[config.mk]
export PLATFORM = sky130hd
export DESIGN_NAME = inst_fetcher
export DESIGN_NICKNAME = d
export VERILOG_FILES = /design/src/soc_pkg.sv /design/src/inst_fetcher.sv
export SDC_FILE = /design/constraint.sdc
export NUM_CORES = 1
export LEC_CHECK = 0
export BUFFER_PORTS_ARGS = -buffer_cell sky130_fd_sc_hd__buf_4
export CAP_MARGIN = 30
export CORE_MARGIN = 1
export CORE_UTILIZATION = 48
export CTS_CLUSTER_SIZE = 10
export DETAILED_ROUTE_END_ITERATION = 10
export MAX_ROUTING_LAYER = met4
export PLACE_DENSITY_LB_ADDON = 0.12
export SLEW_MARGIN = 20
export SYNTH_ARGS = -nofsm -noshare
export SYNTH_HDL_FRONTEND = slang
export SYNTH_SLANG_ARGS = --single-unit
export TNS_END_PERCENT = 1
[constraint.sdc]
create_clock -name clk_in -period 6 [get_ports clk_in]
set_input_delay 0.9 -clock clk_in [delete_from_list [all_inputs] [get_ports clk_in]]
set_output_delay 0.9 -clock clk_in [all_outputs]
set_load 0.03 [all_outputs]
[src/soc_pkg.sv]
package soc_pkg;

    typedef logic [31:0] word_t;
    typedef logic [31:0] addr_t;

    // Word memory
    localparam int MEM_WORDS = 256;
    localparam int MEM_IDX_W = $clog2(MEM_WORDS);

    // Instruction queue
    localparam int IQ_DEPTH = 4;
    localparam int IQ_CNT_W = 3;
    localparam int IQ_PTR_W = $clog2(IQ_DEPTH);

    // Timer block
    localparam int FMAX_MHZ = 27;                   // Clock cycles per microsecond
    localparam int PRESC_W  = $clog2(FMAX_MHZ);
    localparam int TSEL_W   = 3;

    localparam addr_t TIMER_BASE = 32'h8000_0000;   // Bit 31 selects the timer window
    localparam addr_t RESET_PC   = 32'h0000_0000;

    // Timer register offsets, taken from address bits 4 to 2
    localparam logic [TSEL_W-1:0] TSEL_MTIME_LO = 3'd0;
    localparam logic [TSEL_W-1:0] TSEL_MTIME_HI = 3'd1;
    localparam logic [TSEL_W-1:0] TSEL_CMP_LO   = 3'd2;
    localparam logic [TSEL_W-1:0] TSEL_CMP_HI   = 3'd3;
    localparam logic [TSEL_W-1:0] TSEL_CYCLE_LO = 3'd4;

endpackage

[src/inst_fetcher.sv]
module inst_fetcher
    import soc_pkg::*;
(
    input  logic                clk_in,
    input  logic                reset,
    input  logic                redirect,
    input  addr_t               redirect_pc,
    input  logic [IQ_CNT_W-1:0] iq_count,
    output logic                fetch_req_valid,
    input  logic                fetch_req_ready,
    output addr_t               fetch_req_addr,
    input  logic                fetch_resp_valid,
    input  word_t               fetch_resp_rdata,
    output logic                iq_push,
    output addr_t               iq_push_pc,
    output word_t               iq_push_inst
);

    addr_t pc;                                      // Next address to request
    addr_t out_pc;                                  // Address of the request in flight
    logic  pending;
    logic  run;
    logic  room;
    logic  req_xfer;

    // Reserve a queue slot for the word still in flight
    assign room = (iq_count + IQ_CNT_W'(pending)) < IQ_CNT_W'(IQ_DEPTH);

    assign fetch_req_valid = run && !redirect && !pending && room;
    assign fetch_req_addr  = pc;
    assign req_xfer        = fetch_req_valid && fetch_req_ready;

    assign iq_push      = fetch_resp_valid && !redirect;   // Word landing with a redirect is dropped
    assign iq_push_pc   = out_pc;
    assign iq_push_inst = fetch_resp_rdata;

    always_ff @(posedge clk_in) begin
        if (reset) begin
            run     <= 1'b0;
            pc      <= RESET_PC;
            pending <= 1'b0;
        end else begin
            run <= 1'b1;                            // Start fetching the cycle after reset
            if (redirect) begin
                pc <= redirect_pc;
            end else if (req_xfer) begin
                pc <= pc + 32'd4;
            end
            if (req_xfer) begin
                pending <= 1'b1;
            end else if (fetch_resp_valid) begin
                pending <= 1'b0;
            end
        end
    end

    always_ff @(posedge clk_in) begin
        if (req_xfer) begin
            out_pc <= pc;
        end
    end

endmodule

==> out/qor.txt <==
Starting DRT DRC Count = 172
Yosys top cell area share = 0.309
Root Driver = clkbuf_8
Setup Viol. Count Final = 0
Cts repair resizes = 0
Seq/Total Area, Yosys = 0.528
Setup ws final = 3.25 ns
Via count = 2466
Syn-to-layout area delta = 25.7%
Fin cells = 448
Final hold slack = 0.465 ns
Slew Limit Fails = 0
Drt first pass iters = 4
Layout cells sized above 1 = 0.357
Area contributors post-synth = edfxtp_1 (31%), dfxtp_1 (22%), buf_4 (7.7%)
Routed Antenna Nets = 0
Tcrit/Tclk final = 0.459
Most common cell in the netlist = dfxtp_1
Distinct cells, synth = 41
FF+latch count, synth = 66
Worst slew pin tran = 0.730 ns
Starting Density = 0.510
Synth warn = 0
Die ar. = 6810 um2
Status = finished, final reports clean
RSZ-0062 raised after global routing = no
Setup crit end kind = flip-flop
Vias/cell = 5.50
Post-Syn Nets = 371
Clk_skew = 0.0172 ns
DP Area = 3690 um2
Pwr/cell area = 264 nW/um2
Dpl ws = 2.85 ns
Port bufs = 103
Total Wirelength = 7.51 mm
Clock buffer depth = 2
Fmax = 363 MHz
Pwr Total = 1.03 mW
Die Span Y = 82.5 um
Post-Syn Instances = 298
Cells after DPL = 431
Row count = 28
Max FO, Critical Path = 16
CTS tree = yes
CTS Buf Count = 9
Post-route cell area = 3910 um2
Postcts setup bufs = 0
Final Net Count = 441
Core Area = 6100 um2
Ys flop type = dfxtp_1
Die X = 82.5 um
FFs w/ async S/R, synth = 0
Vias in the first global route = 2134
Grt ovf = 0
Crit path DAT = 3.00 ns
Flop2flop setup slack = 3.57 ns
ANT cells = 0
TNS Setup = 0 ns
Critical Path Start Type = input pin
Worst EP required = 6.25 ns
Relative slew slack = 0.510
Tmin final = 2.75 ns
CP Class = in -> reg
Max-cap violations = 0
Peak supply drop = 0.152 mV
Num ports = 170
Syn Area/Cell = 10.4 um2
Clk pin slew, worst setup/hold paths = 0.08 ns
Antenna violations before repair = 0
Lkg Pwr = 1.53 nW
Area leader, netlist = edfxtp_1
Worst-Skew Late Latency = 0.34 ns
Mapped Area = 3110 um2
Post-CTS Hold Fix Bufs = 0
Wirelength per Cell = 16.8 um
# DRC = 0
CTS sink cnt = 66
H-tree levels = 3
DP Wirelength = 5.15 mm
Total GRT Usage = 0.229
Worst hold path type = reg -> reg
Hold Fails Final Rpt = 0
Largest net degree at the start of global routing = 38
Number of flops mapped to enable cells by yosys = 32
Final Core Density = 0.642
Synth top cells by count = dfxtp_1 (34), buf_4 (32), edfxtp_1 (32)
Fillers = 514
First-pass GRT wire length = 11.1 mm
Routability cong. = 0.764
==> per-layer routing <==
layer	wire, um	global-route usage	vias up
met4	89	0.112	0
met3	672	0.0407	16
met2	3700	0.360	131
met1	3040	0.286	1129
met5	0	-	-
li1	-	-	1190
==> cell usage in the layout, fill, tap and decap left out, drive strengths merged, types with 2 or more instances in the layout <==
cell type,instances
dfxtp,34
buf,107
xnor2,14
inv,6
mux2i,4
nor4,10
nor2,24
and3,9
o22ai,7
or3,3
nand4,10
a211oi,9
o311ai,4
nand2,23
nor3,3
a21oi,22
and4,3
xor2,8
o21ai,2
nand3,10
edfxtp,32
clkbuf,14
==> flip-flops by register name (all words and copies together) (netlist names) <==
name            cells
fetch_req_addr     32
iq_push_pc         32
pending             1
run                 1
==> where the power goes <==
part | switching, mW | internal (mW) | leakage, nW
Combinational | 0.0745 | 0.0563 | 0.854
Clock | 0.162 | 0.226 | 0.107
Sequential | 0.0222 | 0.491 | 0.571
==> path summary, 6_finish.rpt <==
kind,to,startpoint,depth (start not counted)
worst min-delay path,iq_push_pc[0]$_DFFE_PP_,fetch_req_addr[0]$_SDFFE_PP0P_,0
worst max register to register,fetch_req_addr[23]$_SDFFE_PP0P_,pending$_SDFFE_PP0P_,6
worst min register to register,iq_push_pc[0]$_DFFE_PP_,fetch_req_addr[0]$_SDFFE_PP0P_,0
worst max-delay path,fetch_req_addr[23]$_SDFFE_PP0P_,iq_count[2],7
==> kinds of logic (layout without fill, tap and decap cells) <==
group                      count (synthesis)  in the layout  synth area share
AOI/OAI and AO/OA                         47             47            0.0961
xor gates and xnor gates                  22             22            0.0619
adders and majority gates                  1              1           0.00402
buffers and inverters                     54            129             0.106
DFF                                       66             66             0.528
muxes                                      5              5            0.0165
and+or+nand+nor                          103            103             0.188
==> worst max-delay path, cell delays in order <==
cell	delay, ns
buf_4	0.12
nor4bb_1	0.24
buf_4	0.22
nand2_1	0.20
inv_1	0.57
nand2_1	0.39
o311ai_1	0.35
==> layout make-up <==
class / instances / area [um2] / area share
Tap cell: 75 / 93.8 / 0.0240
Multi-Input combinational cell: 178 / 1140 / 0.291
Timing Repair Buffer: 107 / 807 / 0.206
Inverter: 6 / 22.5 / 0.00576
Clock inverter: 2 / 35.0 / 0.00895
Sequential cell: 66 / 1640 / 0.420
Clock buffer: 14 / 173 / 0.0441
Note: power is estimated with default switching activity, not from simulation.
