**src/soc_pkg.sv**
```systemverilog
package soc_pkg;

    typedef logic [31:0] word_t;
    typedef logic [31:0] addr_t;

    // Word memory
    localparam int MEM_WORDS = 256;
    localparam int MEM_IDX_W = $clog2(MEM_WORDS);

    // Instruction queue
    localparam int IQ_DEPTH = 4;
    localparam int IQ_CNT_W = 3;
    localparam int IQ_PTR_W = $clog2(IQ_DEPTH);

    // Timer block
    localparam int FMAX_MHZ = 27;                   // Clock cycles per microsecond
    localparam int PRESC_W  = $clog2(FMAX_MHZ);
    localparam int TSEL_W   = 3;

    localparam addr_t TIMER_BASE = 32'h8000_0000;   // Bit 31 selects the timer window
    localparam addr_t RESET_PC   = 32'h0000_0000;

    // Timer register offsets, taken from address bits 4 to 2
    localparam logic [TSEL_W-1:0] TSEL_MTIME_LO = 3'd0;
    localparam logic [TSEL_W-1:0] TSEL_MTIME_HI = 3'd1;
    localparam logic [TSEL_W-1:0] TSEL_CMP_LO   = 3'd2;
    localparam logic [TSEL_W-1:0] TSEL_CMP_HI   = 3'd3;
    localparam logic [TSEL_W-1:0] TSEL_CYCLE_LO = 3'd4;

endpackage

```
**src/soc_timer.sv**
```systemverilog
module soc_timer
    import soc_pkg::*;
(
    input  logic              clk_in,
    input  logic              reset,
    input  logic              wr_en,
    input  logic [TSEL_W-1:0] wr_sel,
    input  word_t             wr_data,
    input  logic [TSEL_W-1:0] rd_sel,
    output word_t             rd_data,
    output logic              timer_irq
);

    logic [63:0]        cycle;
    logic [63:0]        mtime;
    logic [63:0]        mtimecmp;
    logic [PRESC_W-1:0] presc;

    always_ff @(posedge clk_in) begin
        if (reset) begin
            cycle    <= '0;
            mtime    <= '0;
            presc    <= '0;
            mtimecmp <= '1;                         // No interrupt until software sets it
        end else begin
            cycle <= cycle + 64'd1;
            if (presc == PRESC_W'(FMAX_MHZ - 1)) begin
                presc <= '0;
                mtime <= mtime + 64'd1;             // One tick per microsecond
            end else begin
                presc <= presc + 1'b1;
            end
            if (wr_en && wr_sel == TSEL_CMP_LO) mtimecmp[31:0]  <= wr_data;
            if (wr_en && wr_sel == TSEL_CMP_HI) mtimecmp[63:32] <= wr_data;
        end
    end

    always_ff @(posedge clk_in) begin
        case (rd_sel)
            TSEL_MTIME_LO: rd_data <= mtime[31:0];
            TSEL_MTIME_HI: rd_data <= mtime[63:32];
            TSEL_CMP_LO:   rd_data <= mtimecmp[31:0];
            TSEL_CMP_HI:   rd_data <= mtimecmp[63:32];
            TSEL_CYCLE_LO: rd_data <= cycle[31:0];
            default:       rd_data <= '0;
        endcase
    end

    assign timer_irq = (mtime >= mtimecmp);

    a_presc_range: assert property (@(posedge clk_in) disable iff (reset)
        presc < PRESC_W'(FMAX_MHZ));

endmodule

```
**config.mk**
```make
export PLATFORM = sky130hd
export DESIGN_NAME = soc_timer
export DESIGN_NICKNAME = d
export VERILOG_FILES = /design/src/soc_pkg.sv /design/src/soc_timer.sv
export SDC_FILE = /design/constraint.sdc
export NUM_CORES = 1
export LEC_CHECK = 0
export BUFFER_PORTS_ARGS = -buffer_cell sky130_fd_sc_hd__buf_2
export CAP_MARGIN = 40
export CORE_MARGIN = 1.5
export CORE_UTILIZATION = 47
export DETAILED_ROUTE_END_ITERATION = 10
export SLEW_MARGIN = 10
export SYNTH_ARGS = -nofsm -noshare
export SYNTH_HDL_FRONTEND = slang
export SYNTH_SLANG_ARGS = --single-unit
export TNS_END_PERCENT = 30
```
**constraint.sdc**
```tcl
create_clock -name clk_in -period 3.2 [get_ports clk_in]
set_input_delay 0.16 -clock clk_in [delete_from_list [all_inputs] [get_ports clk_in]]
set_output_delay 0.16 -clock clk_in [all_outputs]
set_load 0.005 [all_outputs]
```
==> qor.txt <==
crit path max-delay cell type: dfxtp_1
Syn Nets: 1294
antenna viol nets, final: 0
outcome: finished clean
setup TNS: 0 ps
CTS buffer count: 17
Core Rows: 52
CTS Buffer Depth: 2
initial drt markers: 779
area delta synth->final: 16.5%
DP HPWL: 20000 µm
Post-Place Worst Slack: 588 ps
Fmax: 0.322 GHz
Slowest Stage Delay on Critical Path: 470 ps
vias in the first global route: 7911
worst hold-check path type: in2reg
final number of setup-violating endpoints: 0
Worst Path Required: 3040 ps
WL per Instance: 17.9 µm
# nets final: 1379
post-synth top area cell: dfxtp_1
Die Span X: 148 µm
Slew Viols, Final: 0
Ys Warns: 0
Slew @ Worst Pin: 677 ps
top_reg_cell synth: dfxtp_1
Distinct cells, synth: 48
Die Area: 21900 µm²
Worst Slack Setup Final: 98.9 ps
Initial Utilization: 48.3%
H-Tree Depth: 4
Seq/Total Area, Yosys: 39.9%
CP Class: reg2out
count leader, synth: dfxtp_1
GRT Resource Usage Total: 26.0%
Reg clk slew, reported paths: 70 ps
RSZ-0062 raised after global routing: no
routed via count: 8842
Fillers: 1933
Area contributors post-synth: dfxtp_1, ha_1, nand2_1
sequence of cells on the critical path: ha_1, a21oi_1, o21ai_0, a221o_1, o31a_1, nor4_1, o21ai_0, buf_2
n_diodes: 0
share of cells above drive strength 1: 11.2%
number of flops mapped to enable cells by yosys: 0
first-pass GRT wire length: 44100 µm
cell mode on critical path: o21ai_0
CTS tree: done
Num Clock Sinks: 197
CTS root buf: clkbuf_16
Core ar.: 20400 µm²
Max Fanout on Critical Path: 7
initial antenna violation count: 0
maximum VDD drop: 0.000347 V
clk_skew: 15.0 ps
busiest layer in global routing: met1
area share of the largest cell type after synthesis: 39.9%
Post-Syn Area: 9880 µm²
Post-synth top cells: dfxtp_1, nand2_1, nor2_1, inv_1, ha_1
GR Util met3: 4.60%
gpl congestion: 0.945
CP Data Arrival Time: 2940 ps
synthesized area per cell: 8.33 µm²
post-route minimum period: 3100 ps
crit-path leading delay family: compound AO/OA/AOI/OAI gates
met2 usage: 38.7%
pwr dens: 444 nW/µm²
Cells after Synth: 1185
Port-buffer cells: 73
Synth Register Bits: 197
CTS resizes: 0
worst skew pair latency: 450 ps
final hold slack: 93.5 ps
ys async rst share: 0%
via/cell ratio: 5.69
final hold viol count: 0
die height: 148 µm
IO Pins: 74
drt pass-1 iters: 5
Worst setup EP type: output port
Hold Buf Count CTS: 32
max-cap viol count: 0
crit start category: flip-flop
Post-Route WL: 27700 µm
post-CTS setup buffer count: 0
final cycle utilization of the critical path: 96.9%
DRC: 0
largest net degree at the start of global routing: 70
worst rel slew slack: 54.4%
P_leak: 5.06 nW
GR Layer Usage met1: 38.9%
CP Buf/Inv Count: 1
GR Overflow Total: 0
## per-stage QoR
step                cell area (µm²)  instances  utilization (%)  power [W]
floorplan                      9880       1185                -    0.00279
global placement              10600       1488             51.8    0.00294
detailed placement            10600       1489             51.9    0.00294
CTS                           11500       1553             56.3    0.00514
global route                  11500       1553             56.3    0.00529
finish                        11500       1553             56.3    0.00511
## logic make-up after synthesis
logic type | count (synthesis) | synth area share (%)
flops | 197 | 39.9
xor+xnor | 80 | 7.09
mux | 5 | 0.519
simple gates | 413 | 20.0
fa+ha+maj | 68 | 8.62
compound gates | 274 | 18.2
buf+inv | 148 | 5.64
## area by class of cell
cell class / count / area [µm²] / area share (%)
repair buffers: 132 / 936 / 8.14
multi-input cells: 840 / 5400 / 46.9
clock inverters: 13 / 146 / 1.27
well taps: 270 / 338 / 2.94
inverters: 82 / 308 / 2.68
flip-flops and latches: 197 / 3940 / 34.3
clock buffers: 19 / 433 / 3.76
## report_power, final
group / switching [W] / total [W] / internal (W) / leakage [nW]
Clock: 0.00102 / 0.00219 / 0.00117 / 0.284
Combinational: 0.000240 / 0.000391 / 0.000150 / 3.17
Sequential: 0.0000223 / 0.00253 / 0.00251 / 1.60
Total: 0.00128 / 0.00511 / 0.00382 / 5.06
## cells in the final DEF (no fill, tap or decap), types with 20 or more instances in the layout
cell,Yosys,routed
o22ai_1,33,33
o211ai_1,65,65
dfxtp_1,197,197
nand3_1,40,40
a22oi_1,63,63
nor4_1,20,20
xnor2_1,46,46
buf_4,0,25
inv_1,82,81
dlygate4sd3_1,0,32
nand2_1,145,145
ha_1,68,68
xor2_1,34,34
o21ai_0,51,51
a21oi_1,40,40
nand4_1,33,33
nor2_1,102,101
buf_2,1,72
nor3_1,20,20
## tightest hold or removal path: stages
cell      delay [ps]
buf_2            110
nor4bb_4          80
o211ai_1         150
## state kept, by name (all words and copies together), names as in the netlist
name and cells:
rd_data 32, mtimecmp 64, cycle 32, mtime 64, presc 5
## worst paths after layout
path | start | end | slack [ps] | cells after the start
hold reg to reg | presc[0] | presc[0] | 470 | 1
setup / recovery | mtime[7] | timer_irq | 100 | 8
setup reg to reg | mtime[9] | mtime[51] | 550 | 6
hold / removal | wr_sel[0] | mtimecmp[15] | 90 | 3
## per-layer routing
layer / part of all wire (%) / up-vias
met5: 0 / -
met3: 6.1 / 24
met1: 50 / 4186
met2: 43 / 246
li1: - / 4386
met4: 1.3 / 0
Note: power is estimated with default switching activity, not from simulation.
