===== src/soc_pkg.sv =====
package soc_pkg;

    typedef logic [31:0] word_t;
    typedef logic [31:0] addr_t;

    // Word memory
    localparam int MEM_WORDS = 256;
    localparam int MEM_IDX_W = $clog2(MEM_WORDS);

    // Instruction queue
    localparam int IQ_DEPTH = 4;
    localparam int IQ_CNT_W = 3;
    localparam int IQ_PTR_W = $clog2(IQ_DEPTH);

    // Timer block
    localparam int FMAX_MHZ = 27;                   // Clock cycles per microsecond
    localparam int PRESC_W  = $clog2(FMAX_MHZ);
    localparam int TSEL_W   = 3;

    localparam addr_t TIMER_BASE = 32'h8000_0000;   // Bit 31 selects the timer window
    localparam addr_t RESET_PC   = 32'h0000_0000;

    // Timer register offsets, taken from address bits 4 to 2
    localparam logic [TSEL_W-1:0] TSEL_MTIME_LO = 3'd0;
    localparam logic [TSEL_W-1:0] TSEL_MTIME_HI = 3'd1;
    localparam logic [TSEL_W-1:0] TSEL_CMP_LO   = 3'd2;
    localparam logic [TSEL_W-1:0] TSEL_CMP_HI   = 3'd3;
    localparam logic [TSEL_W-1:0] TSEL_CYCLE_LO = 3'd4;

endpackage


===== src/inst_queue.sv =====
module inst_queue
    import soc_pkg::*;
(
    input  logic                clk_in,
    input  logic                reset,
    input  logic                flush,
    input  logic                push,
    input  addr_t               push_pc,
    input  word_t               push_inst,
    output logic                pop_valid,
    input  logic                pop_ready,
    output addr_t               pop_pc,
    output word_t               pop_inst,
    output logic [IQ_CNT_W-1:0] count
);

    addr_t                pc_mem   [IQ_DEPTH];
    word_t                inst_mem [IQ_DEPTH];
    logic [IQ_PTR_W-1:0]  wr_ptr;
    logic [IQ_PTR_W-1:0]  rd_ptr;
    logic                 pop;

    assign pop_valid = (count != '0);
    assign pop       = pop_valid && pop_ready;
    assign pop_pc    = pc_mem[rd_ptr];
    assign pop_inst  = inst_mem[rd_ptr];

    always_ff @(posedge clk_in) begin
        if (push) begin
            pc_mem[wr_ptr]   <= push_pc;
            inst_mem[wr_ptr] <= push_inst;
        end
    end

    always_ff @(posedge clk_in) begin
        if (reset || flush) begin
            wr_ptr <= '0;
            rd_ptr <= '0;
            count  <= '0;
        end else begin
            if (push) wr_ptr <= wr_ptr + 1'b1;      // Depth is a power of two, pointers wrap
            if (pop)  rd_ptr <= rd_ptr + 1'b1;
            count <= count + IQ_CNT_W'(push) - IQ_CNT_W'(pop);
        end
    end

    a_no_overflow: assert property (@(posedge clk_in) disable iff (reset)
        push |-> count < IQ_CNT_W'(IQ_DEPTH));

endmodule


===== config.mk =====
export PLATFORM = sky130hd
export DESIGN_NAME = inst_queue
export DESIGN_NICKNAME = d
export VERILOG_FILES = /design/src/soc_pkg.sv /design/src/inst_queue.sv
export SDC_FILE = /design/constraint.sdc
export NUM_CORES = 1
export LEC_CHECK = 0
export BUFFER_PORTS_ARGS = -buffer_cell sky130_fd_sc_hd__clkbuf_2
export CAP_MARGIN = 20
export CORE_AREA = 2 2 184 186
export CTS_CLUSTER_SIZE = 12
export DETAILED_ROUTE_END_ITERATION = 8
export DIE_AREA = 0 0 186 188
export PLACE_DENSITY = 0.5
export SETUP_SLACK_MARGIN = 0.4
export SLEW_MARGIN = 5
export SYNTH_ARGS = -nofsm -noshare
export SYNTH_HDL_FRONTEND = slang
export SYNTH_SLANG_ARGS = --single-unit

===== constraint.sdc =====
create_clock -name clk_in -period 3.4 [get_ports clk_in]
set_clock_uncertainty 0.05 [all_clocks]
set_input_delay 0 -clock clk_in [delete_from_list [all_inputs] [get_ports clk_in]]
set_output_delay 0 -clock clk_in [all_outputs]
set_load 0.05 [all_outputs]

==> results of run 1 <==
[cell usage after synthesis]
cell type    n  area share (%)
and2_1       4            0.26
nor3b_1      4            0.31
fa_1         1            0.20
mux2_2       3            0.34
mux4_1       4             1.1
buf_2        6            0.31
nor3_1       5            0.26
buf_12       6             1.2
inv_1        6            0.23
clkbuf_2     1           0.051
o311ai_0     1           0.089
dfxtp_1      9             1.8
ha_1         6            0.77
xnor2_1      1           0.089
mux4_2      60              14
buf_6        1            0.11
buf_1        1           0.038
clkbuf_1     1           0.038
or3_1        1           0.064
o31a_1       1           0.089
edfxtp_1   256              78
xor3_1       1            0.24
mux2i_1      1            0.10
[final cells by class]
class	instances	area, um^2	share of cell area (%)
Clock buffer	34	744.5	5.979
Clock inverter	11	50.05	0.4020
Inverter	6	22.52	0.1809
Multi-Input combinational cell	93	1742	13.99
Sequential cell	265	7875	63.25
Tap cell	448	560.5	4.502
Timing Repair Buffer	210	1456	11.70
[cells by family (layout without fill, tap and decap cells)]
logic type / count (synthesis) / after routing / synth area share, %
flip-flops: 265 / 265 / 80.32
multiplexers: 68 / 68 / 15.31
buffers and inverters: 22 / 261 / 2.005
AND/OR/NAND/NOR: 14 / 14 / 0.8813
adder cells (fa/ha/maj): 7 / 7 / 0.9707
AO/OA/AOI/OAI: 2 / 2 / 0.1789
XOR/XNOR: 2 / 2 / 0.3321
[power by group]
part / switching [mW] / total (mW) / internal (mW)
Clock: 1.16 / 2.69 / 1.53
Sequential: 0.0357 / 3.71 / 3.67
Combinational: 0.456 / 0.706 / 0.250
[routing by layer]
metal  vias to the layer above  GRT usage, %
met3                        35         2.408
met5                         -             0
met2                       121         19.10
li1                       2067             -
met4                         0         3.483
met1                      2404         13.34
[timing repair]
item                       CTS  global route
setup endpoints to repair    0             0
hold endpoints to repair   265             0
hold buffers                70             0
[path summary, 6_finish.rpt]
| path | startpoint | end | cells past startpoint |
|---|---|---|---|
| min reg2reg | rd_ptr[0] | rd_ptr[1] | 2 |
| max | flop | pop_pc[16] | 3 |
| min | push_pc[1] | pc_mem[0][1] | 2 |
| max reg2reg | count[1] | count[2] | 7 |
[worst max-delay path: cells and delay by family, from the launching register on]
family,cells,cell delay (ps)
DFF,1,720
buffers and inverters,2,690
muxes,1,570
[stage by stage]
| step | power [mW] | instance area (um^2) |
|---|---|---|
| after floorplan | 4.252 | 9796 |
| after global placement | 4.406 | 10910 |
| after detailed placement | 4.430 | 10910 |
| after CTS | 7.210 | 12400 |
| after global routing | 7.374 | 12450 |
| final | 7.105 | 12450 |
[state kept, by name, summed over array words and instances, names as in the netlist, named ones only]
| register | flops |
|---|---|
| rd_ptr | 2 |
| inst_mem | 128 |
| wr_ptr | 2 |
| pc_mem | 128 |
| count | 3 |
==> results.tsv, run 1 <==
metric	value	unit
status	complete, no violations	
start_util	29.58	%
post-route-util	37.60	%
finalHoldViolCount	0	
powerDensity	570.6	mW/mm^2
gp_congestion	0.6415	
cts_root_buffer	clkbuf_16	
nFillCells	3065	
critical_path_class	flop to output port	
grt_pass1_vias	5144	
end_kind	output port	
setup_viol_count_final	0	
hp-class	input pin to flop	
finalCriticalPeriod	2576	ps
yosys_warnings	0	
grt_pass1_wl	28990	um
detailedPlace.worstSlack	1296	ps
grt_use_total	10.92	%
syn_inst	380	
die_x	186	um
io_buffers	136	
highest_layer	met4	
htreeDepth	1	
max_stage_delay	720	ps
vdd_drop_max	0.3125	mV
wl	19060	um
insertion_delay	530	ps
drt-wirelength-per-cell	17.86	um
wl_met1	7871	um
vias	4627	
clkTransAtPathRegs	60	ps
dp.cells	950	
grt_overflow_total	0	
dr.pass1.iters	4	
cap_violations	0	
final_cell_mix	edfxtp_1, clkbuf_2, dlygate4sd3_1, mux4_2, clkbuf_16	
post_cts_buffers	0	
drc	0	
cts_resized	0	
r2r_slack	1310	ps
worstMarginPinSlew	1041	ps
met2_wirelength	9726	um
slew_viol_final	0	
synth_seq_area_share	80.32	%
num_antenna_cells	0	
required	3350	ps
critPathSlowestCell	dfxtp_4	
critPathArrivalTime	2530	ps
cp_max_fo	25	
clk_path_buf_depth	3	
grt_max_degree	65	
tns	0	ps
fp.dieH	188	um
core	0.03311	mm^2
synth_area_per_cell	25.78	um^2
fmax	388.3	MHz
syn_to_final_growth	27.10	%
ys_ff_latch	265	
instances_no_fill	1067	
nets	680	
slew_headroom	30.61	%
drive_gt1_share	39.10	%
rsz0062_at_grt	no	
viasPerCell	4.336	
period_share	75.75	%
die-area	0.03497	mm^2
leakagePower	4.183	nW
drt_iter0_markers	235	
hold_slack	176.0	ps
ant_nets	0	
synth_nets	456	
synthDistinctLibCells	23	
numCtsBuffers	28	
met3_length	1005	um
critPathLaunchType	flop	
clock-sinks	265	
final_common_cell	edfxtp_1	
rows	67	
cts_tree	done	
post-dp-hpwl	10430	um
syn-cell-area	0.009796	mm^2
ios	137	
antenna_found_initial	0	
setup_ws	824.5	ps
crit_chain	buf_4, mux4_2, clkbuf_2	
(Power assumes the default switching activity.)
==> inputs of run 2 (changes only) <==
- PLACE_DENSITY: 0.5 -> 0.52
- clock period: 3.4 -> 2.14 ns (I/O delays scaled with it)
==> run 2 against run 1 <==
Clock power grew 70%. Register-to-register slack worse by 1100 ps. Setup slack worse by 750 ps. Combinational power up 100%. Non-clock buffer count rose by 21. Global-route usage increased by 0.64 points. Die area is the same. Power increased by 67%. Core utilization is 2.8 points higher. Design area grew 7.5%. Sequential share of layout area decreased by 4.3 points.
==> results.tsv, run 2 (same netlist as run 1, synthesis figures left out) <==
metric	value	unit
status	complete, no violations	
crit_chain	buf_12, buf_6, buf_6, mux4_2, clkbuf_16	
grt_overflow_total	0	
drt_iter0_markers	207	
p_int	9.166	mW
max_stage_delay	530	ps
critical_path_class	flop to output port	
fmax	484.1	MHz
p_comb_share	12.0	%
grt_pass1_vias	5363	
dr.pass1.iters	4	
leakagePower	4.514	nW
sequentialPowerShare	49.5	%
critPathArrivalTime	2020	ps
crit_family	buffers and inverters	
core	0.03311	mm^2
numCtsBuffers	29	
cp.buffers_inverters	4	
start_util	29.58	%
nFillCells	2940	
fp.dieH	188	um
ant_nets	0	
critPathLaunchType	flop	
end_kind	output port	
rsz0062_at_grt	yes	
syn_to_final_growth	36.66	%
cts_root_buffer	clkbuf_16	
nets	702	
rows	67	
drc	0	
clock-sinks	265	
period_share	96.52	%
die_x	186	um
clkTransAtPathRegs	60	ps
detailedPlace.worstSlack	163.1	ps
power.switching	2.694	mW
vdd_drop_max	0.6014	mV
hp-class	input pin to flop	
htreeDepth	1	
worstMarginPinSlew	403.6	ps
insertion_delay	520	ps
post-dp-hpwl	11740	um
finalHoldViolCount	0	
viasPerCell	4.318	
grt_use_total	11.56	%
final_common_cell	edfxtp_1	
wl	20170	um
drive_gt1_share	43.32	%
grt_pass1_wl	30530	um
powerDensity	886.0	mW/mm^2
die-area	0.03497	mm^2
slew_viol_final	0	
required	2090	ps
cap_violations	0	
tns	0	ps
cp_common_cell	buf_6	
seqCellArea	0.007886	mm^2
cts_tree	done	
multi_input_area	0.001752	mm^2
antenna_found_initial	2	
gp_congestion	0.7091	
io_buffers	136	
setup_ws	74.52	ps
vias	4724	
grt_max_degree	44	
slew_headroom	72.75	%
ios	137	
finalCriticalPeriod	2065	ps
reg_top3	inst_mem: 128 flops, pc_mem: 128 flops, count: 3 flops	
final_cell_mix	edfxtp_1, clkbuf_2, dlygate4sd3_1, mux4_2, clkbuf_16	
setup_viol_count_final	0	
clk_path_buf_depth	3	
drt-wirelength-per-cell	18.44	um
critPathSlowestCell	mux4_2	
cp_max_fo	7	
clockPowerShare	38.5	%
hold_slack	170.8	ps
sw_frac_of_total	22.71	%
## run 2: cell types whose count changed in the layout (fill, tap and decap cells not counted), sizes merged
cell / change
buf: +67
bufinv: +2
clkbuf: -41
clkinv: -2
clkinvlp: +2
diode: +2
dlygate4sd3: -2
inv: -1
## run 2: final timing paths
| check | slack (ps) | to | startpoint | cells past startpoint |
|---|---|---|---|---|
| worst max-delay path | 70 | pop_inst[29] | flop | 5 |
| worst min-delay path | 170 | inst_mem[3][12] | push_inst[12] | 2 |
| worst max register to register | 240 | count[1] | count[2] | 6 |
| worst min register to register | 530 | wr_ptr[1] | wr_ptr[1] | 2 |
## run 2: layout make-up
cell class | instances | share of cell area (%)
clock buffers | 37 | 5.645
flip-flops and latches | 265 | 58.91
multi-input cells | 93 | 13.09
repair buffers | 231 | 17.13
clock inverters | 12 | 0.8319
inverters | 6 | 0.1682
diodes | 2 | 0.03739
well taps | 448 | 4.187
## run 2: metrics by stage
stage / util (%) / std cells / power, mW / instance area [um^2]
after floorplan: - / 380 / 6.756 / 9824
after global placement: 33.57 / 962 / 7.030 / 11120
after detailed placement: 33.57 / 962 / 7.063 / 11120
after CTS: 40.13 / 1089 / 12.00 / 13290
after global routing: 40.42 / 1093 / 12.32 / 13380
final: 40.43 / 1094 / 11.86 / 13390
## run 2: power groups by stage
stage | combinational, mW | clock [mW] | sequential, mW
after floorplan | 0.762 | 0 | 5.99
after global placement | 1.06 | 0 | 5.97
after detailed placement | 1.08 | 0 | 5.99
after CTS | 1.40 | 4.73 | 5.87
after global routing | 1.51 | 4.93 | 5.88
final | 1.43 | 4.56 | 5.87
## run 2: layer usage
metal	global-route usage [%]	vias to the layer above	part of all wire (%)	wire (um)
met5	0	-	0	0
met1	13.90	2450	41	8226
met2	20.72	110	52	10460
met3	2.641	35	5.3	1074
li1	-	2129	-	-
met4	3.028	0	2.0	411
## run 2: timing repair
| action | CTS | global route |
|---|---|---|
| cloned | 2 | 1 |
| pin swaps | 1 | 0 |
| endpoints found under the setup margin | 66 | 66 |
| setup buffers | 8 | 2 |
| gates resized for setup | 124 | 51 |
| hold endpoints to repair | 265 | 0 |
| hold buffers | 68 | 0 |
