==> config.mk <==
export PLATFORM = sky130hd
export DESIGN_NAME = mem_bus_cntr
export DESIGN_NICKNAME = d
export VERILOG_FILES = /design/src/soc_pkg.sv /design/src/mem_bus_cntr.sv
export SDC_FILE = /design/constraint.sdc
export NUM_CORES = 1
export LEC_CHECK = 0
export ABC_AREA = 0
export BUFFER_PORTS_ARGS = -buffer_cell sky130_fd_sc_hd__clkbuf_2
export CAP_MARGIN = 20
export CORE_AREA = 10 10 123 125
export CTS_BUF_LIST = sky130_fd_sc_hd__clkbuf_16
export DETAILED_ROUTE_END_ITERATION = 7
export DIE_AREA = 0 0 133 135
export GPL_TIMING_DRIVEN = 0
export PLACE_DENSITY = 0.61
export SLEW_MARGIN = 10
export SYNTH_ARGS = -nofsm -noshare
export SYNTH_HDL_FRONTEND = slang
export SYNTH_SLANG_ARGS = --single-unit
==> constraint.sdc <==
create_clock -name clk_in -period 1.08 [get_ports clk_in]
set_input_delay 0.108 -clock clk_in [delete_from_list [all_inputs] [get_ports clk_in]]
set_output_delay 0.108 -clock clk_in [all_outputs]
set_load 0.02 [all_outputs]
==> src/soc_pkg.sv <==
package soc_pkg;

    typedef logic [31:0] word_t;
    typedef logic [31:0] addr_t;

    // Word memory
    localparam int MEM_WORDS = 256;
    localparam int MEM_IDX_W = $clog2(MEM_WORDS);

    // Instruction queue
    localparam int IQ_DEPTH = 4;
    localparam int IQ_CNT_W = 3;
    localparam int IQ_PTR_W = $clog2(IQ_DEPTH);

    // Timer block
    localparam int FMAX_MHZ = 27;                   // Clock cycles per microsecond
    localparam int PRESC_W  = $clog2(FMAX_MHZ);
    localparam int TSEL_W   = 3;

    localparam addr_t TIMER_BASE = 32'h8000_0000;   // Bit 31 selects the timer window
    localparam addr_t RESET_PC   = 32'h0000_0000;

    // Timer register offsets, taken from address bits 4 to 2
    localparam logic [TSEL_W-1:0] TSEL_MTIME_LO = 3'd0;
    localparam logic [TSEL_W-1:0] TSEL_MTIME_HI = 3'd1;
    localparam logic [TSEL_W-1:0] TSEL_CMP_LO   = 3'd2;
    localparam logic [TSEL_W-1:0] TSEL_CMP_HI   = 3'd3;
    localparam logic [TSEL_W-1:0] TSEL_CYCLE_LO = 3'd4;

endpackage

==> src/mem_bus_cntr.sv <==
module mem_bus_cntr
    import soc_pkg::*;
(
    input  logic              clk_in,
    input  logic              reset,
    // Fetch port
    input  logic              fetch_req_valid,
    output logic              fetch_req_ready,
    input  addr_t             fetch_req_addr,
    output logic              fetch_resp_valid,
    output word_t             fetch_resp_rdata,
    // Data port
    input  logic              dreq_valid,
    output logic              dreq_ready,
    input  addr_t             dreq_addr,
    input  logic              dreq_wen,
    input  word_t             dreq_wdata,
    output logic              dresp_valid,
    output word_t             dresp_rdata,
    // Memory bus
    output logic              mem_req_valid,
    input  logic              mem_req_ready,
    output addr_t             mem_req_addr,
    output logic              mem_req_wen,
    output word_t             mem_req_wdata,
    input  logic              mem_resp_valid,
    input  word_t             mem_resp_rdata,
    // Timer registers
    output logic              tmr_wr_en,
    output logic [TSEL_W-1:0] tmr_wr_sel,
    output word_t             tmr_wr_data,
    output logic [TSEL_W-1:0] tmr_rd_sel,
    input  word_t             tmr_rd_data
);

    logic busy;                                     // One transaction in flight
    logic owner_d;                                  // In-flight access belongs to data port
    logic tgt_tmr;                                  // In-flight access targets the timer
    logic data_tmr;
    logic d_xfer;
    logic f_xfer;

    assign data_tmr = (dreq_addr & TIMER_BASE) != '0;

    assign dreq_ready      = !busy && (data_tmr || mem_req_ready);
    assign fetch_req_ready = !busy && !dreq_valid && mem_req_ready;   // Data goes first
    assign d_xfer          = dreq_valid && dreq_ready;
    assign f_xfer          = fetch_req_valid && fetch_req_ready;

    assign mem_req_valid = !busy && (dreq_valid ? !data_tmr : fetch_req_valid);
    assign mem_req_addr  = dreq_valid ? dreq_addr : fetch_req_addr;
    assign mem_req_wen   = dreq_valid && dreq_wen;
    assign mem_req_wdata = dreq_wdata;

    assign tmr_wr_en   = d_xfer && data_tmr && dreq_wen;
    assign tmr_wr_sel  = dreq_addr[4:2];
    assign tmr_wr_data = dreq_wdata;
    assign tmr_rd_sel  = dreq_addr[4:2];            // Timer registers its read on transfer

    always_ff @(posedge clk_in) begin
        if (reset) begin
            busy    <= 1'b0;
            owner_d <= 1'b0;
            tgt_tmr <= 1'b0;
        end else if (d_xfer || f_xfer) begin
            busy    <= 1'b1;
            owner_d <= d_xfer;
            tgt_tmr <= d_xfer && data_tmr;
        end else if (busy && (tgt_tmr || mem_resp_valid)) begin
            busy <= 1'b0;
        end
    end

    assign dresp_valid      = busy && owner_d && (tgt_tmr || mem_resp_valid);
    assign dresp_rdata      = tgt_tmr ? tmr_rd_data : mem_resp_rdata;
    assign fetch_resp_valid = busy && !owner_d && mem_resp_valid;
    assign fetch_resp_rdata = mem_resp_rdata;

    a_no_grant_busy: assert property (@(posedge clk_in) disable iff (reset)
        busy |-> !(d_xfer || f_xfer));

    a_resp_expected: assert property (@(posedge clk_in) disable iff (reset)
        mem_resp_valid |-> busy && !tgt_tmr);

endmodule

==> impl_metrics.yaml, run 1 <==
sta:
  clock_skew_ns: 0.00344
  setup_viol: 35
  rsz0062_at_grt: "true"
  finalCritPeriodShare_pct: 131
  timing.hold.ws_ns: 0.0956
  setup_ws_ns: -0.337
  drv_slew: 0
  tns_ns: -10.56
  worst_pin_slew_ns: 0.221
  relSlewSlack_pct: 85.3
  fmax_ghz: 0.706
  hold_viol: 0
  post-route-min-period_ns: 1.42
yosys:
  ys_ff_latch: 3
  synth_flop_cell: "dfxtp_1"
  synth_area_um2: 1750
  synthMuxAreaShare_pct: 41.7
  synth_cells: 198
  synthTopCellsByArea: "buf_4, mux2_2, dfxtp_1"
  synth_top_family_by_area: "buffers and inverters"
  ys_types: 20
  synth_common_cells: "buf_4, mux2_2, buf_6, nor2_1"
  synth-xor-area-share_pct: 0
  syn_avg_cell_area_um2: 8.85
  syn-num-nets: 365
  synth-edff-count: 0
  synthAdderAreaFrac_pct: 0
  yosys.area.top_type: "buf_4"
  synth-compound-area-share_pct: 3.85
  ys_seq_area_share_pct: 3.43
  synth-simple-area-share_pct: 3.07
  synth_top_area_share_pct: 43.7
  async_flop_share_pct: 0
  yosysMostFrequentCell: "buf_4"
  ys_warn_count: 0
die:
  die_h_um: 135
  die_x_um: 133
  coreArea_um2: 12600
  start_util_pct: 13.9
  ioPinCount: 340
  row_count: 41
  die_area_um2: 18000
hold_path:
  hold_start: "reset"
  hold_class: "primary input to flip-flop"
clock_tree:
  numCtsBuffers: 3
  cts_num_sinks: 3
  cts_tree: "done"
  clk_pin_slew_ns: 0.03
  clock_latency_ns: 0.23
  cts-root-buf: "clkbuf_16"
  cts_max_level: 1
  cts_buffer_depth: 2
  cts_hold_buf: 0
setup_path:
  path_cells: "buf_12 -> buf_6 -> mux2_2 -> buf_6"
  critical_path.most_common_cell: "buf_6"
  startpoint_type: "flip-flop"
  worstSetupStartpoint: "tgt_tmr"
  crit_fanout: 7
  endpoint_kind: "primary output"
  cpPeakStageDelay_ns: 0.34
  crit_type: "flip-flop to primary output"
  slowest_stage: "mux2_2"
  timing.rr.start: "tgt_tmr"
  cp.required_ns: 0.97
  arrival_ns: 1.31
layout:
  drive_gt1_share_pct: 96.9
  fin_util_pct: 33.1
  final_nets: 684
  n_antenna_cell: 0
  area.growth.synth_to_final_pct: 138
detailed_routing:
  dr_total_vias: 2519
  viasPerCell: 3.66
  drc: 0
  drt_iter0_markers: 18
  ant_nets: 0
  wirelength_um: 12000
  routedWlPerCell_um: 17.5
  drtPass1Iterations: 4
power_and_ir_drop:
  vdd_drop_max_uv: 381
  p_per_area_nw_per_um2: 719
  p_leak_nw: 2.44
outcome:
  violations: "setup timing"
  status: "finished with violations"
placement:
  dp.final_hpwl_um: 10500
  portBuffers: 306
  place.gp.congestion: 0.810
global_routing:
  grt-ovfl-total: 0
  grt_pass1_vias: 2875
  grt_max_degree: 11
  grtUsageTotal_pct: 11.4
  antenna_found_initial: 0
  grt_pass1_wl_um: 16300
flow_run:
  drv_cap: 0
[final timing paths]
kind | end | slack (ns) | depth (start not counted)
worst max register to register | busy | -0.05 | 5
worst min-delay path | busy | 0.1 | 2
worst min register to register | owner_d | 0.60 | 2
worst max-delay path | dresp_rdata[0] | -0.34 | 4
[power by group]
group	internal (mW)	total, mW	switching [mW]
combinational	1.18	2.27	1.09
sequential	0.122	0.137	0.0144
clock	0.478	0.591	0.112
[through the flow]
stage          power, mW  worst slack, ns  cells  area [um^2]
2_1_floorplan       1.31           0.0200    198         1760
3_3_place_gp        2.04           -0.176    676         3500
3_5_place_dp        2.05           -0.172    676         3500
4_1_cts             2.78           -0.384    684         3810
5_1_grt             3.16           -0.367    688         4170
6_report            3.00           -0.337    688         4170
[area by class of cell]
type / count / area [um^2]
plain buffers: 110 / 877
clock buffers: 3 / 75.1
clock inverters: 1 / 3.75
fillers: 1302 / 8400
inverters: 1 / 3.75
multi-input cells: 84 / 1000
flip-flops and latches: 3 / 65.1
well taps: 172 / 215
repair buffers: 314 / 1930
[repair_timing]
item	CTS	global route
buffers inserted	3	2
cloned	1	2
hold endpoints to repair	0	0
pin swaps	3	3
gates resized for setup	44	120
setup endpoints to repair	37	42
[cells by family (layout without fill, tap and decap cells)]
family,Yosys count,in the layout
flip-flops,3,3
multiplexers,65,65
AND/OR/NAND/NOR,10,10
AO/OA/AOI/OAI,9,9
buffers and inverters,111,429
[placed cells by master (no fill, tap or decap)]
cell type / synthesis / final
o21ai_2: 0 / 1
clkbuf_2: 0 / 269
o21ba_4: 0 / 1
a211oi_2: 2 / 2
nor2_1: 4 / 2
nand3b_1: 1 / 1
o21ai_1: 1 / 1
mux2i_1: 1 / 1
and3b_1: 1 / 1
dfxtp_4: 0 / 1
clkbuf_16: 0 / 5
buf_8: 0 / 12
buf_6: 5 / 29
a21oi_1: 3 / 3
inv_1: 1 / 2
nand2b_4: 0 / 1
nor2_4: 0 / 2
clkbuf_8: 0 / 1
mux2_2: 63 / 33
buf_4: 102 / 105
nand2_2: 0 / 1
o21a_1: 1 / 1
and2_1: 2 / 2
mux2_4: 0 / 30
buf_16: 0 / 1
mux2_1: 1 / 1
dfxtp_2: 0 / 1
buf_2: 3 / 2
buf_12: 0 / 3
dfxtp_1: 3 / 1
[sequential cells by signal, summed over array words and instances (netlist names)]
| name | flops |
|---|---|
| busy | 1 |
| owner_d | 1 |
| tgt_tmr | 1 |
[worst max-delay path, delay by kind of cell (launching register included)]
family / cells / cell delay [ns]
multiplexers: 1 / 0.34
buffers and inverters: 3 / 0.40
flip-flops: 1 / 0.33
[routing by layer]
layer / track usage (%) / vias to the layer above / share of wire [%]
met4: 2.32 / 0 / 0.92
met5: 0 / - / 0
li1: - / 1209 / -
met2: 23.1 / 198 / 55
met1: 8.83 / 1103 / 30
met3: 7.08 / 9 / 14
No activity file was read; power rests on OpenSTA's default activity.
==> run 2: changes to the inputs <==
- REMOVE_ABC_BUFFERS: default -> 1
==> impl_metrics.yaml, run 2 (same netlist as run 1, synthesis figures left out) <==
placement:
  dp.cells: 503
  pre_cts_ws_ns: -0.493
  dp.final_hpwl_um: 9360
  portBuffers: 243
  place.gp.congestion: 0.815
sta:
  drv_slew: 0
  fmax_ghz: 0.721
  timing.hold.ws_ns: 0.0993
  setup_viol: 33
  setup_ws_ns: -0.306
  finalCritPeriodShare_pct: 128
  hold_viol: 0
  relSlewSlack_pct: 86.7
  tns_ns: -9.14
  post-route-min-period_ns: 1.39
  rsz0062_at_grt: "true"
  worst_pin_slew_ns: 0.200
  clock_skew_ns: 0.00367
detailed_routing:
  ant_nets: 0
  dr_total_vias: 1900
  wirelength_um: 10500
  routedWlPerCell_um: 20.5
  drtPass1Iterations: 4
  drc: 0
  viasPerCell: 3.72
  drt_iter0_markers: 47
global_routing:
  grt_pass1_vias: 2144
  grt-ovfl-total: 0
  grtUsageTotal_pct: 10.4
  antenna_found_initial: 1
  grt_max_degree: 40
  grt_pass1_wl_um: 13900
setup_path:
  crit_fanout: 17
  arrival_ns: 1.28
  crit_type: "flip-flop to primary output"
  worstSetupStartpoint: "tgt_tmr"
  reg2reg_depth: 4
  critPathCapture: "dresp_rdata[12]"
  rrSetupSlack_ns: 0.05
  r2r_end: "busy"
  startpoint_type: "flip-flop"
  endpoint_kind: "primary output"
  cp.required_ns: 0.97
  timing.rr.start: "tgt_tmr"
layout:
  multi_input_area_um2: 906
  fin_util_pct: 21.2
  seq_area_um2: 67.6
  final_nets: 507
  final_cell_mix: "clkbuf_2, mux2_2, buf_2"
  reg_top3: "busy: 1 flops, owner_d: 1 flops, tgt_tmr: 1 flops"
  fin_cells: 511
  n_antenna_cell: 0
  drive_gt1_share_pct: 94.7
  nFillCells: 1375
  final_common_cell: "clkbuf_2"
  area.growth.synth_to_final_pct: 51.9
outcome:
  status: "finished with violations"
  violations: "setup timing"
clock_tree:
  clk_pin_slew_ns: 0.03
  numCtsBuffers: 3
  cts_tree: "done"
  clock_latency_ns: 0.22
  cts_buffer_depth: 2
  cts_max_level: 1
  cts-root-buf: "clkbuf_16"
  cts_num_sinks: 3
die:
  row_count: 41
  ioPinCount: 340
  die_x_um: 133
  die_h_um: 135
  die_area_um2: 18000
  start_util_pct: 13.9
  coreArea_um2: 12600
power_and_ir_drop:
  p_per_area_nw_per_um2: 799
  vdd_drop_max_uv: 429
  p_leak_nw: 1.47
hold_path:
  hold-path-cell-count: 2
  hold_class: "primary input to flip-flop"
flow_run:
  drv_cap: 0
==> run 2: cell types whose count changed in the layout (fill, tap and decap cells not counted), moves of 9 or more <==
cell / before / now
buf_8: 12 / 3
buf_6: 29 / 8
clkbuf_2: 269 / 207
mux2_2: 33 / 55
buf_2: 2 / 16
buf_4: 105 / 10
mux2_4: 30 / 8
==> run 2: metrics by stage <==
step                      cell area, um^2  power [mW]
final                                2660        2.13
after global routing                 2660        2.25
after CTS                            2550        2.08
after detailed placement             2350        1.43
after global placement               2350        1.42
after floorplan                       916       0.710
==> run 2: critical path: stages (launching register included) <==
cell	delay (ns)
dfxtp_4	0.36
buf_12	0.16
mux2_2	0.36
clkbuf_2	0.16
==> run 2: final cells by class <==
type,instances,share of cell area [%]
clock buffers,3,2.82
clock inverters,1,0.141
inverters,1,0.141
multi-input cells,84,34.0
flip-flops and latches,3,2.54
well taps,172,8.08
repair buffers,247,52.3
==> run 2: report_power, final <==
group	total [mW]	switching, mW	internal (mW)
Clock	0.582	0.104	0.478
Sequential	0.137	0.0152	0.121
Combinational	1.41	0.738	0.671
Total	2.13	0.857	1.27
==> run 2: what timing repair did <==
item                                    in CTS  in global routing
gates resized for setup                     17                 68
pin swaps                                    1                  1
endpoints found under the setup margin      74                 37
endpoints found under the hold margin        0                  0
hold buffers                                 0                  0
setup buffers                                4                  0
==> run 2: layer usage <==
layer | up-vias | share of wire (%) | global-route usage [%]
met5 | - | 1.0 | 4.66
met4 | 6 | 0.55 | 1.22
met3 | 12 | 21 | 11.0
met2 | 191 | 40 | 13.9
met1 | 837 | 38 | 10.8
li1 | 854 | - | -
==> run 2: worst min-delay path by stage <==
stage / startpoint / end / slack, ns
global route: reset / busy / 0.11
detailed placement: dreq_wdata[1] / tmr_wr_data[1] / 0.22
CTS: reset / busy / 0.1
global placement: dreq_wdata[1] / tmr_wr_data[1] / 0.22
finish: reset / busy / 0.1
floorplan: reset / owner_d / 0.17
==> run 3: changes to the inputs <==
- ABC_AREA: 0 -> 1
- CORE_AREA: 10 10 123 125 -> 10 10 125 127
- DIE_AREA: 0 0 133 135 -> 0 0 135 137
- PLACE_DENSITY: 0.61 -> 0.6
==> impl_metrics.yaml, run 3 <==
sta:
  post-route-min-period_ns: 1.42
  rsz0062_at_grt: "true"
  setup_viol: 34
  finalCritPeriodShare_pct: 132
  hold_viol: 0
  worst_pin_slew_ns: 0.212
  setup_ws_ns: -0.341
  relSlewSlack_pct: 85.9
  fmax_ghz: 0.704
  drv_slew: 0
  clock_skew_ns: 0.000327
detailed_routing:
  routedWlPerCell_um: 19.2
  dr_total_vias: 2243
  wirelength_um: 11500
  drtPass1Iterations: 4
  ant_nets: 0
  viasPerCell: 3.73
  drt_iter0_markers: 43
  drc: 0
die:
  row_count: 42
  ioPinCount: 340
  die_area_um2: 18500
  die_x_um: 135
  coreArea_um2: 13100
  die_h_um: 137
  start_util_pct: 13.8
setup_path:
  crit_type: "flip-flop to primary output"
  path_cells: "buf_12 -> buf_12 -> clkinvlp_4 -> buf_6 -> nand2_1 -> nand2_1 -> clkbuf_8"
  startpoint_type: "flip-flop"
  crit_fanout: 7
  cpPeakStageDelay_ns: 0.35
  worst-path-buf-inv: 5
  arrival_ns: 1.31
  reg2reg_depth: 8
  endpoint_kind: "primary output"
  slowest_stage: "dfxtp_4"
  path_depth: 7
  cp_top_family: "buffers and inverters"
  cp.required_ns: 0.97
placement:
  dp.final_hpwl_um: 9710
  portBuffers: 243
  pre_cts_ws_ns: -1.05
  placed_area_um2: 2420
  dp.cells: 582
  place.gp.congestion: 0.784
yosys:
  ys_seq_area_share_pct: 3.33
  synth_flop_cell: "dfxtp_1"
  synthTopCellsByArea: "buf_4, nand2_1, mux2_4"
  synth_common_cells: "nand2_1, buf_4, mux2_4, mux2_2, inv_1"
  ys_types: 16
  yosys.area.top_type: "buf_4"
  synth-edff-count: 0
  yosysMostFrequentCell: "nand2_1"
  ys_warn_count: 0
  synth_area_um2: 1810
  syn_avg_cell_area_um2: 6.57
  synth_top_area_share_pct: 42.4
  synth_cells: 275
  async_flop_share_pct: 0
  ys_ff_latch: 3
layout:
  final_common_cell: "clkbuf_2"
  drive_gt1_share_pct: 73.4
  final_cell_mix: "clkbuf_2, nand2_1, mux2_4"
  final_nets: 593
  area.growth.synth_to_final_pct: 64.4
  n_antenna_cell: 0
  fin_area_um2: 2970
  reg_top3: "busy: 1 flops, owner_d: 1 flops, tgt_tmr: 1 flops"
  fin_cells: 601
power_and_ir_drop:
  p_int_mw: 1.34
  power.share.sequential_pct: 5.9
  p_leak_nw: 1.82
  comb_power_share_pct: 69.0
  p_switching_mw: 0.963
  clkPwrFrac_pct: 25.0
  vdd_drop_max_uv: 389
  swShare_pct: 41.8
  p_per_area_nw_per_um2: 777
clock_tree:
  cts_tree: "done"
  clock_latency_ns: 0.22
  cts_max_level: 1
  cts_num_sinks: 3
  numCtsBuffers: 3
  clk_pin_slew_ns: 0.03
  cts_buffer_depth: 2
  cts-root-buf: "clkbuf_16"
  cts_hold_buf: 0
global_routing:
  grt_pass1_wl_um: 15600
  antenna_found_initial: 0
  grt_pass1_vias: 2510
  grtUsageTotal_pct: 11.2
  grt-ovfl-total: 0
  grt_max_degree: 39
hold_path:
  hold-path-cell-count: 2
  hold_class: "primary input to flip-flop"
flow_run:
  drv_cap: 0
outcome:
  status: "finished with violations"
  violations: "setup timing"
[run 3: cell types whose count changed after synthesis, sizes merged, moves of 3 or more]
cell	delta
nand2	+102
mux2	-33
inv	+8
clkbuf	+3
nand3	+3
nor3	+3
[run 3: per-layer routing]
metal	share of wire, %	track usage [%]
met1	34	10.6
met2	41	15.5
met3	23	12.5
met4	0.88	1.97
met5	1.5	8.31
[run 3: worst paths after layout]
check / from / end / slack (ns)
setup / recovery: tgt_tmr / dresp_rdata[0] / -0.34
hold reg to reg: owner_d / owner_d / 0.52
setup reg to reg: tgt_tmr / busy / -0.10
hold / removal: reset / tgt_tmr / 0.08
[run 3: kinds of logic (layout without fill, tap and decap cells)]
group | Yosys count | in the layout | synth area share, %
mux | 31 | 31 | 22.7
buf+inv | 122 | 272 | 48.2
compound gates | 6 | 6 | 1.80
simple gates | 113 | 113 | 24.0
flops | 3 | 3 | 3.33
[run 3: through the flow]
| stage | hold WS (ns) | utilization (%) | power (mW) | setup TNS, ns |
|---|---|---|---|---|
| CTS | 0.0656 | 22.6 | 2.33 | -10.89 |
| finish | 0.0778 | 22.7 | 2.31 | -10.29 |
| global route | 0.0955 | 22.7 | 2.46 | -12.25 |
| floorplan | 0.177 | - | 0.728 | -22.47 |
| detailed placement | 0.216 | 18.5 | 1.48 | -48.49 |
| global placement | 0.216 | 18.4 | 1.48 | -69.48 |
[run 3: what timing repair did]
item	in CTS	in global routing
resized for setup	77	26
gates cloned	2	0
pin swaps	3	4
buffers inserted	16	0
setup endpoints to repair	73	39
endpoints found under the hold margin	0	0
[run 3: power by group through the flow]
stage                     logic [mW]  registers [mW]  clock network (mW)
after detailed placement        1.34           0.139                   0
after CTS                       1.60           0.137               0.590
final                           1.59           0.137               0.577
after global placement          1.32           0.155                   0
after global routing            1.72           0.138               0.605
after floorplan                0.586           0.142                   0
[run 3: layout make-up]
class / instances / area (um^2)
Multi-Input combinational cell: 150 / 940
Sequential cell: 3 / 67.6
Timing Repair Buffer: 258 / 1610
Clock inverter: 1 / 3.75
Tap cell: 176 / 220
Fill cell: 1452 / 10100
Inverter: 9 / 40.0
Timing Repair inverter: 1 / 7.51
Clock buffer: 3 / 75.1
